==> config.mk <==
export PLATFORM = sky130hd
export DESIGN_NAME = retire_subsystem
export DESIGN_NICKNAME = d
export VERILOG_FILES = /design/src/hdl/retire_types_pkg.sv /design/src/hdl/core_config_pkg.sv /design/src/hdl/retire_subsystem.sv /design/src/hdl/retire.sv /design/src/hdl/reorder_buffer.sv /design/src/hdl/phys_regfile.sv /design/src/hdl/phys_reg_tracker.sv /design/src/hdl/rename_map.sv
export SDC_FILE = /design/constraint.sdc
export NUM_CORES = 2
export LEC_CHECK = 0
export ABC_CLOCK_PERIOD_IN_PS = 7900
export BUFFER_PORTS_ARGS = -buffer_cell sky130_fd_sc_hd__buf_2
export CORE_ASPECT_RATIO = 2
export CORE_UTILIZATION = 60
export CTS_CLUSTER_SIZE = 20
export DETAILED_ROUTE_END_ITERATION = 16
export PLACE_DENSITY_LB_ADDON = 0.3
export SYNTH_ARGS = -nofsm -noshare
export SYNTH_HDL_FRONTEND = slang
export SYNTH_SLANG_ARGS = --single-unit
==> constraint.sdc <==
create_clock -name clock -period 7.9 [get_ports clock]
set_input_delay 1.185 -clock clock [delete_from_list [all_inputs] [get_ports clock]]
set_output_delay 1.185 -clock clock [all_outputs]
set_load 0.005 [all_outputs]
==> src/hdl/retire_types_pkg.sv <==
`default_nettype none

package retire_types_pkg;

    // Instruction class carried through the ROB
    typedef enum logic [1:0] {
        kind_alu    = 2'd0,  // Writes a destination, frees the old tag
        kind_nodest = 2'd1,  // No destination, frees its own tag
        kind_halt   = 2'd2   // No destination, stops retirement
    } inst_kind_e;

    // Retire stage state
    typedef enum logic {
        retire_running = 1'b0,
        retire_halted  = 1'b1  // Sticky until reset
    } retire_state_e;

endpackage

`default_nettype wire

==> src/hdl/core_config_pkg.sv <==
`default_nettype none

package core_config_pkg;

    // Core sizing
    localparam int arch_regs    = 8;   // Architectural registers
    localparam int phys_regs    = 16;  // Physical registers, the tag space
    localparam int rob_depth    = 8;   // ROB entries
    localparam int retire_width = 2;   // Max commits per cycle

    // Datapath widths
    localparam int data_width = 32;
    localparam int addr_width = 32;    // NPC width

    // Derived index widths
    localparam int arch_idx_width  = $clog2(arch_regs);      // 3 bits
    localparam int phys_idx_width  = $clog2(phys_regs);      // 4 bits, one tag
    localparam int rob_idx_width   = $clog2(rob_depth);      // 3 bits
    localparam int rob_count_width = $clog2(rob_depth + 1);  // Counts 0 to 8

    // Free list occupancy, 0 to phys_regs
    localparam int free_count_width = $clog2(phys_regs + 1);

    // Commits in one cycle, 0 to retire_width
    localparam int retire_count_width = $clog2(retire_width + 1);

endpackage

`default_nettype wire
==> src/hdl/retire_subsystem.sv <==
`default_nettype none

module retire_subsystem (
    input  logic                                       clock,
    input  logic                                       reset,
    // Dispatch
    input  logic                                       dispatch_valid,
    input  retire_types_pkg::inst_kind_e               dispatch_kind,
    input  logic [core_config_pkg::arch_idx_width-1:0] dispatch_arch_reg,
    input  logic [core_config_pkg::addr_width-1:0]     dispatch_npc,
    output logic [core_config_pkg::phys_idx_width-1:0] dispatch_tag,
    // Completion
    input  logic                                       complete_valid,
    input  logic [core_config_pkg::phys_idx_width-1:0] complete_tag,
    input  logic [core_config_pkg::data_width-1:0]     complete_data,
    // Commit
    output logic                                       commit_valid [core_config_pkg::retire_width],
    output logic [core_config_pkg::addr_width-1:0]     commit_npc [core_config_pkg::retire_width],
    output logic [core_config_pkg::arch_idx_width-1:0] commit_arch_reg [core_config_pkg::retire_width],
    output logic [core_config_pkg::data_width-1:0]     commit_data [core_config_pkg::retire_width],
    output logic                                       commit_halt [core_config_pkg::retire_width],
    output logic                                       halted
);
    import core_config_pkg::*;
    import retire_types_pkg::*;

    logic [phys_idx_width-1:0]     old_tag;
    logic [rob_count_width-1:0]    rob_count;
    logic [retire_count_width-1:0] retire_count;
    logic [phys_idx_width-1:0]     head_tag_new [retire_width];
    logic [phys_idx_width-1:0]     head_tag_old [retire_width];
    inst_kind_e                    head_kind [retire_width];
    logic [arch_idx_width-1:0]     head_arch_reg [retire_width];
    logic [addr_width-1:0]         head_npc [retire_width];
    logic [phys_regs-1:0]          complete_bits;
    logic                          free_valid [retire_width];
    logic [phys_idx_width-1:0]     free_tag [retire_width];
    logic [phys_idx_width-1:0]     read_tag [retire_width];
    logic [data_width-1:0]         read_data [retire_width];

    rename_map u_rename_map (.clock, .reset, .dispatch_valid, .dispatch_kind, .dispatch_arch_reg,
        .new_tag(dispatch_tag), .old_tag);

    // Free list head doubles as the dispatch tag
    phys_reg_tracker u_tracker (.clock, .reset, .alloc_valid(dispatch_valid),
        .alloc_tag(dispatch_tag), .free_valid, .free_tag, .complete_valid, .complete_tag,
        .complete_bits);

    phys_regfile u_regfile (.clock, .reset, .write_valid(complete_valid),
        .write_tag(complete_tag), .write_data(complete_data), .read_tag, .read_data);

    reorder_buffer u_rob (.clock, .reset, .dispatch_valid, .dispatch_kind, .dispatch_arch_reg,
        .dispatch_npc, .dispatch_tag_new(dispatch_tag), .dispatch_tag_old(old_tag),
        .retire_count, .rob_count, .head_tag_new, .head_tag_old, .head_kind, .head_arch_reg,
        .head_npc);

    retire u_retire (.clock, .reset, .rob_count, .head_tag_new, .head_tag_old, .head_kind,
        .head_arch_reg, .head_npc, .complete_bits, .read_data, .retire_count, .free_valid,
        .free_tag, .read_tag, .commit_valid, .commit_npc, .commit_arch_reg, .commit_data,
        .commit_halt, .halted);

endmodule

`default_nettype wire

==> src/hdl/retire.sv <==
`default_nettype none

module retire (
    input  logic                                           clock,
    input  logic                                           reset,
    // From the ROB
    input  logic [core_config_pkg::rob_count_width-1:0]    rob_count,
    input  logic [core_config_pkg::phys_idx_width-1:0]     head_tag_new [core_config_pkg::retire_width],
    input  logic [core_config_pkg::phys_idx_width-1:0]     head_tag_old [core_config_pkg::retire_width],
    input  retire_types_pkg::inst_kind_e                   head_kind [core_config_pkg::retire_width],
    input  logic [core_config_pkg::arch_idx_width-1:0]     head_arch_reg [core_config_pkg::retire_width],
    input  logic [core_config_pkg::addr_width-1:0]         head_npc [core_config_pkg::retire_width],
    // From the tracker and register file
    input  logic [core_config_pkg::phys_regs-1:0]          complete_bits,
    input  logic [core_config_pkg::data_width-1:0]         read_data [core_config_pkg::retire_width],
    output logic [core_config_pkg::retire_count_width-1:0] retire_count,
    output logic                                           free_valid [core_config_pkg::retire_width],
    output logic [core_config_pkg::phys_idx_width-1:0]     free_tag [core_config_pkg::retire_width],
    output logic [core_config_pkg::phys_idx_width-1:0]     read_tag [core_config_pkg::retire_width],
    // Commit record
    output logic                                           commit_valid [core_config_pkg::retire_width],
    output logic [core_config_pkg::addr_width-1:0]         commit_npc [core_config_pkg::retire_width],
    output logic [core_config_pkg::arch_idx_width-1:0]     commit_arch_reg [core_config_pkg::retire_width],
    output logic [core_config_pkg::data_width-1:0]         commit_data [core_config_pkg::retire_width],
    output logic                                           commit_halt [core_config_pkg::retire_width],
    output logic                                           halted
);
    import core_config_pkg::*;
    import retire_types_pkg::*;

    retire_state_e state;
    retire_state_e state_next;
    logic          blocked;     // An older slot stopped the walk

    // In-order walk from the head
    always_comb begin
        blocked      = (state == retire_halted);
        state_next   = state;
        retire_count = '0;
        for (int i = 0; i < retire_width; i++) begin
            read_tag[i]        = head_tag_new[i];  // Result of this slot's producer
            commit_npc[i]      = head_npc[i];
            commit_arch_reg[i] = head_arch_reg[i];
            commit_data[i]     = read_data[i];
            // Occupied, complete, and nothing older in the way
            commit_valid[i] = !blocked && (i < rob_count) && complete_bits[head_tag_new[i]];
            commit_halt[i]  = commit_valid[i] && (head_kind[i] == kind_halt);
            // Commit is a prefix, so lanes stay compacted
            free_valid[i] = commit_valid[i];
            free_tag[i]   = (head_kind[i] == kind_alu) ? head_tag_old[i] : head_tag_new[i];
            if (commit_valid[i]) begin
                retire_count = retire_count + 1'b1;
            end
            if (commit_halt[i]) begin
                state_next = retire_halted;
            end
            blocked = blocked || !commit_valid[i] || commit_halt[i];
        end
    end

    always_ff @(posedge clock) begin
        if (reset) begin
            state <= retire_running;
        end else begin
            state <= state_next;
        end
    end

    assign halted = (state == retire_halted);

    assert property (@(posedge clock) disable iff (reset)
        commit_valid[1] |-> commit_valid[0]);

endmodule

`default_nettype wire

==> src/hdl/reorder_buffer.sv <==
`default_nettype none

module reorder_buffer (
    input  logic                                           clock,
    input  logic                                           reset,
    input  logic                                           dispatch_valid,
    input  retire_types_pkg::inst_kind_e                   dispatch_kind,
    input  logic [core_config_pkg::arch_idx_width-1:0]     dispatch_arch_reg,
    input  logic [core_config_pkg::addr_width-1:0]         dispatch_npc,
    input  logic [core_config_pkg::phys_idx_width-1:0]     dispatch_tag_new,
    input  logic [core_config_pkg::phys_idx_width-1:0]     dispatch_tag_old,
    input  logic [core_config_pkg::retire_count_width-1:0] retire_count,
    output logic [core_config_pkg::rob_count_width-1:0]    rob_count,
    output logic [core_config_pkg::phys_idx_width-1:0]     head_tag_new [core_config_pkg::retire_width],
    output logic [core_config_pkg::phys_idx_width-1:0]     head_tag_old [core_config_pkg::retire_width],
    output retire_types_pkg::inst_kind_e                   head_kind [core_config_pkg::retire_width],
    output logic [core_config_pkg::arch_idx_width-1:0]     head_arch_reg [core_config_pkg::retire_width],
    output logic [core_config_pkg::addr_width-1:0]         head_npc [core_config_pkg::retire_width]
);
    import core_config_pkg::*;
    import retire_types_pkg::*;

    // Entry payload, no reset
    logic [phys_idx_width-1:0] tag_new_mem [rob_depth];
    logic [phys_idx_width-1:0] tag_old_mem [rob_depth];
    inst_kind_e                kind_mem [rob_depth];
    logic [arch_idx_width-1:0] arch_reg_mem [rob_depth];
    logic [addr_width-1:0]     npc_mem [rob_depth];

    logic [rob_idx_width-1:0]  head;  // Oldest entry
    logic [rob_idx_width-1:0]  tail;  // Next write slot
    logic [rob_idx_width-1:0]  slot;

    // Two oldest entries, slot 1 may be stale when count < 2
    always_comb begin
        slot = head;
        for (int i = 0; i < retire_width; i++) begin
            slot             = head + rob_idx_width'(i);
            head_tag_new[i]  = tag_new_mem[slot];
            head_tag_old[i]  = tag_old_mem[slot];
            head_kind[i]     = kind_mem[slot];
            head_arch_reg[i] = arch_reg_mem[slot];
            head_npc[i]      = npc_mem[slot];
        end
    end

    always_ff @(posedge clock) begin
        if (dispatch_valid) begin
            tag_new_mem[tail]  <= dispatch_tag_new;
            tag_old_mem[tail]  <= dispatch_tag_old;
            kind_mem[tail]     <= dispatch_kind;
            arch_reg_mem[tail] <= dispatch_arch_reg;
            npc_mem[tail]      <= dispatch_npc;
        end
    end

    always_ff @(posedge clock) begin
        if (reset) begin
            head      <= '0;
            tail      <= '0;
            rob_count <= '0;
        end else begin
            head      <= head + rob_idx_width'(retire_count);  // Wraps at 8
            tail      <= tail + rob_idx_width'(dispatch_valid);
            rob_count <= rob_count + rob_count_width'(dispatch_valid)
                         - rob_count_width'(retire_count);
        end
    end

    assert property (@(posedge clock) disable iff (reset)
        dispatch_valid |-> (rob_count != rob_count_width'(rob_depth)));

    // Retire never drains past the entries it was shown
    assert property (@(posedge clock) disable iff (reset)
        rob_count_width'(retire_count) <= rob_count);

endmodule

`default_nettype wire

==> src/hdl/phys_regfile.sv <==
`default_nettype none

module phys_regfile (
    input  logic                                       clock,
    input  logic                                       reset,
    input  logic                                       write_valid,  // Completion strobe
    input  logic [core_config_pkg::phys_idx_width-1:0] write_tag,
    input  logic [core_config_pkg::data_width-1:0]     write_data,
    input  logic [core_config_pkg::phys_idx_width-1:0] read_tag [core_config_pkg::retire_width],
    output logic [core_config_pkg::data_width-1:0]     read_data [core_config_pkg::retire_width]
);
    import core_config_pkg::*;

    logic [data_width-1:0] regs [phys_regs];

    always_ff @(posedge clock) begin
        if (reset) begin
            // Initial arch values are zero
            for (int i = 0; i < phys_regs; i++) begin
                regs[i] <= '0;
            end
        end else if (write_valid) begin
            regs[write_tag] <= write_data;
        end
    end

    // Asynchronous read, no bypass
    // A same-cycle write is not yet complete to the retire stage
    always_comb begin
        for (int i = 0; i < retire_width; i++) begin
            read_data[i] = regs[read_tag[i]];
        end
    end

endmodule

`default_nettype wire

==> src/hdl/phys_reg_tracker.sv <==
`default_nettype none

module phys_reg_tracker (
    input  logic                                       clock,
    input  logic                                       reset,
    input  logic                                       alloc_valid,  // Pop at dispatch
    output logic [core_config_pkg::phys_idx_width-1:0] alloc_tag,
    input  logic                                       free_valid [core_config_pkg::retire_width],
    input  logic [core_config_pkg::phys_idx_width-1:0] free_tag [core_config_pkg::retire_width],
    input  logic                                       complete_valid,
    input  logic [core_config_pkg::phys_idx_width-1:0] complete_tag,
    output logic [core_config_pkg::phys_regs-1:0]      complete_bits
);
    import core_config_pkg::*;

    logic [phys_idx_width-1:0]   free_mem [phys_regs];  // Circular list of free tags
    logic [phys_idx_width-1:0]   head;                  // Next tag handed out
    logic [phys_idx_width-1:0]   tail;                  // Next free slot for a push
    logic [free_count_width-1:0] free_count;
    logic [free_count_width-1:0] push_count;            // Lanes pushed this cycle

    assign alloc_tag = free_mem[head];  // Visible before the pop edge

    // Lanes arrive compacted from lane 0
    always_comb begin
        push_count = '0;
        for (int i = 0; i < retire_width; i++) begin
            if (free_valid[i]) begin
                push_count = push_count + 1'b1;
            end
        end
    end

    always_ff @(posedge clock) begin
        if (reset) begin
            // Tags above the arch range start free
            for (int i = 0; i < phys_regs; i++) begin
                free_mem[i] <= phys_idx_width'(i + arch_regs);
            end
            head       <= '0;
            tail       <= phys_idx_width'(phys_regs - arch_regs);
            free_count <= free_count_width'(phys_regs - arch_regs);
        end else begin
            for (int i = 0; i < retire_width; i++) begin
                if (free_valid[i]) begin
                    free_mem[tail + phys_idx_width'(i)] <= free_tag[i];
                end
            end
            if (alloc_valid) begin
                head <= head + 1'b1;  // Wraps at 16
            end
            tail       <= tail + phys_idx_width'(push_count);
            free_count <= free_count + push_count - free_count_width'(alloc_valid);
        end
    end

    // Only in-flight tags read as incomplete
    always_ff @(posedge clock) begin
        if (reset) begin
            complete_bits <= '1;
        end else begin
            if (alloc_valid) begin
                complete_bits[alloc_tag] <= 1'b0;      // New producer pending
            end
            if (complete_valid) begin
                complete_bits[complete_tag] <= 1'b1;   // Already set means no effect
            end
        end
    end

    // Dispatch must not outrun the free list
    assert property (@(posedge clock) disable iff (reset)
        alloc_valid |-> (free_count != '0));

    // Completion only for a tag that was handed out and is still pending
    assert property (@(posedge clock) disable iff (reset)
        complete_valid |-> !complete_bits[complete_tag]);

endmodule

`default_nettype wire

==> src/hdl/rename_map.sv <==
`default_nettype none

module rename_map (
    input  logic                                       clock,
    input  logic                                       reset,
    input  logic                                       dispatch_valid,
    input  retire_types_pkg::inst_kind_e               dispatch_kind,
    input  logic [core_config_pkg::arch_idx_width-1:0] dispatch_arch_reg,
    input  logic [core_config_pkg::phys_idx_width-1:0] new_tag,   // Head of the free list
    output logic [core_config_pkg::phys_idx_width-1:0] old_tag    // Mapping before this dispatch
);
    import core_config_pkg::*;
    import retire_types_pkg::*;

    logic [phys_idx_width-1:0] map_table [arch_regs];  // Arch reg to current tag
    logic                      remap;

    // Previous producer of the destination, recorded in the ROB
    assign old_tag = map_table[dispatch_arch_reg];

    // Only a real destination takes over the mapping
    assign remap = dispatch_valid && (dispatch_kind == kind_alu);

    always_ff @(posedge clock) begin
        if (reset) begin
            // Identity map, r lives in physical r
            for (int i = 0; i < arch_regs; i++) begin
                map_table[i] <= phys_idx_width'(i);
            end
        end else if (remap) begin
            map_table[dispatch_arch_reg] <= new_tag;
        end
    end

endmodule

`default_nettype wire

==> impl_metrics.ini <==
[critical_path]
crit_top_cell = buf_4
worst-path-max-fanout = 46
critPathSlowestCell = dfxtp_4
cp.depth = 9
r2r_slack_ps = 2110
cp_data_required_time_ps = 6710
r2r_start = u_rob.head[0]
arrival_ps = 5170
cp_top_family = buffers and inverters
cp-end-kind = output pin
critPathCapture = commit_data[25]
regToRegEndpoint = u_rob.rob_count[2]
path_class = reg -> out
max_stage_delay_ps = 750
reg2reg_depth = 19
worst-path-buf-inv = 4
startpoint_type = flip-flop
critPathLaunch = u_rob.head[0]
crit_chain = ha_4 -> buf_4 -> mux4_2 -> mux2i_4 -> buf_4 -> buf_4 -> a311oi_1 -> a31oi_1 -> buf_2

[clock_tree]
clk_latency_ps = 700
cts_resized = 0
cts_buffer_depth = 3
cts.clk_slew.worst_paths_ps = 70
clock-sinks = 1007
cts_root_buf = clkbuf_16
cts_hold_buffers = 0
cts_tree = yes
numCtsBuffers = 86
htreeDepth = 3
cts_setup_buffers = 0

[routing]
wl_met2_um = 81920
firstDrtPassIters = 10
dr.max_layer_used = met5
totalWireLength_um = 163700
first_iter_violations = 5561
vias = 39380
ant_nets = 0
drc_errors = 0
wl_per_cell_um = 28.45
wl_met1_um = 51250
dr_wl_met3_um = 18350
vias_per_cell = 6.845

[logic_synthesis]
yosys.area_share.simple_pct = 21.84
syn_area_sq_um = 51980
synth_nets = 4616
synthCells = 4522
synth_top_family_by_area = simple AND/OR/NAND/NOR gates
synth_edf_count = 968
synthFlopType = edfxtp_1
synthArstFlopShare_pct = 0
synth_area_per_cell_sq_um = 11.50
yosysWarnings = 0
synth-xor-area-share_pct = 0.1685
synth-seq-area-share_pct = 57.42
synth_compound_gate_area_share_pct = 5.627
ys_types = 77
yosys_register_bits = 1007
synth.area.mux_share_pct = 11.34
synthAdderAreaFrac_pct = 0.4525

[sta]
finalMaxSlewViolations = 0
max_freq_mhz = 157.2
setup_slack_ps = 1540
fin_crit_sh_pct = 80.50
worst_slew_margin_rel_pct = 14.36
setup_viol = 0
tns_ps = 0
tightest_slew_ps = 1285
fin_skew_ps = 15.47
rsz0062_at_grt = false
hold_viol = 0
period_minus_slack_ps = 6360

[pwr]
p_leak_nw = 20.10
p_per_area_nw_per_um2 = 355.3
max-vdd-ir-drop_mv = 0.2965

[final_layout]
final_layout_size_suffix_gt1_share_pct = 17.66
multi_input_area_sq_um = 20960
mostFrequentLayoutCells = 1100 x nand2_1, 968 x edfxtp_1, 524 x nand3_1
area_growth_pct = 9.948
fin_cells = 5753
postLayoutCoreUtil_pct = 66.64
n_fill_cell = 6099
stdcell_area_sq_um = 57160
seq_area_sq_um = 29860
nets = 4621
final_common_cell = nand2_1

[floorplanning]
io_pins = 220
dieArea_sq_um = 87890
core_area_sq_um = 85770
rows = 152
dieHeight_um = 418.3
start_util_pct = 60.61
die_w_um = 210.1

[placement]
portBuffers = 219
pre_cts_ws_ps = 2117
place_congestion = 0.9774
post_dp_cell_area_sq_um = 54160
dp_hpwl_um = 92590
dp.cells = 5594

[grt]
grt_usage_pct = 37.36
grt_pass1_wl_um = 239900
grt_overflow = 0
grt_max_degree = 174
first_global_vias = 39250
antenna_found_initial = 12

[worst_hold_path]
hold_path_class = reg -> reg

[status]
outcome = complete, no violations

[job]
drv_cap = 0
## where the power goes
part,switching (mW),total [mW],internal (mW)
Sequential,0.181,6.32,6.14
Clock,2.00,4.54,2.54
Combinational,6.20,9.45,3.25
Total,8.38,20.3,11.9
## worst reg2reg max path, stage by stage, from the launching register on
cell,delay [ps]
dfxtp_4,750
ha_4,400
buf_4,630
mux4_2,640
mux2i_4,150
buf_4,380
nand2b_1,220
o2111a_1,240
and3_1,170
buf_4,290
o22ai_2,190
inv_1,100
ha_1,270
ha_1,290
inv_1,60
ha_1,170
inv_1,70
fa_1,430
xor2_1,160
nor2_1,50
## layer usage
metal / GRT usage [%] / vias up
met5: 0 / -
met4: 26.72 / 14
met3: 8.308 / 801
met2: 63.17 / 2933
met1: 41.54 / 19110
li1: - / 16520
## kinds of logic (layout without fill, tap and decap cells)
| group | after synthesis | count (layout) |
|---|---|---|
| multiplexers | 323 | 323 |
| AND/OR/NAND/NOR | 2385 | 2385 |
| XOR/XNOR | 10 | 10 |
| flip-flops | 1007 | 1007 |
| other | 0 | 5 |
| buffers and inverters | 409 | 480 |
| AO/OA/AOI/OAI | 371 | 371 |
| adder cells (fa/ha/maj) | 17 | 17 |
## through the flow
step	hold slack, ps	power (mW)
detailed placement	477.6	15.59
CTS	491.9	20.08
floorplan	452.0	12.37
finish	496.6	20.31
global placement	475.7	15.47
global route	520.0	21.08
## area by class of cell
class	count	area share (%)
antenna	5	0.02189
clock buffer	99	3.905
clock inverter	55	1.294
inverter	20	0.1313
multi-input combinational	3106	36.66
sequential	1007	52.24
tap	1155	2.528
timing repair buffer	306	3.214
## worst min path at each step
stage	slack, ps	startpoint	endpoint	cells after the start
floorplan	450	u_tracker.complete_bits[6]	u_tracker.complete_bits[6]	2
global placement	480	u_tracker.complete_bits[6]	u_tracker.complete_bits[6]	2
detailed placement	480	u_tracker.complete_bits[14]	u_tracker.complete_bits[14]	2
CTS	490	u_tracker.complete_bits[14]	u_tracker.complete_bits[14]	2
global route	520	u_tracker.complete_bits[14]	u_tracker.complete_bits[14]	2
finish	500	u_tracker.complete_bits[4]	u_tracker.complete_bits[4]	2
## state kept, by name, indices dropped and copies added, names as in the netlist, named ones only
register / count
u_rename_map.map_table: 32
u_rob.rob_count: 4
u_tracker.complete_bits: 16
u_rob.head: 3
u_tracker.free_mem: 64
u_rob.npc_mem: 256
u_rob.arch_reg_mem: 24
u_rob.kind_mem: 16
u_rob.tail: 3
u_rob.tag_new_mem: 32
u_tracker.tail: 4
u_tracker.head: 4
u_retire.halted: 1
u_rob.tag_old_mem: 32
u_regfile.regs: 512
## synthesized netlist by cell type, drive strengths merged (7+ instances only)
library cell / n / area (sq um)
o211ai: 21 / 187.7
a211oi: 14 / 110.1
nor2b: 14 / 87.58
o21ai: 50 / 257.8
a21oi: 16 / 80.08
a32o: 7 / 70.07
nand2b: 30 / 187.7
nand3: 525 / 2633
a32oi: 17 / 182.7
nor2: 88 / 337.8
and2: 520 / 3256
mux4: 202 / 4549
or2: 8 / 50.05
clkbuf: 311 / 1167
ha: 14 / 175.2
mux2i: 34 / 360.4
and3: 70 / 437.9
a311oi: 128 / 1121
dfxtp: 39 / 780.8
edfxtp: 968 / 29070
a31oi: 65 / 406.6
nand2: 1100 / 4129
a41o: 7 / 70.07
inv: 20 / 75.07
buf: 78 / 400.4
nor3: 13 / 70.07
mux2: 87 / 983.4
Note: power is estimated with default switching activity, not from simulation.
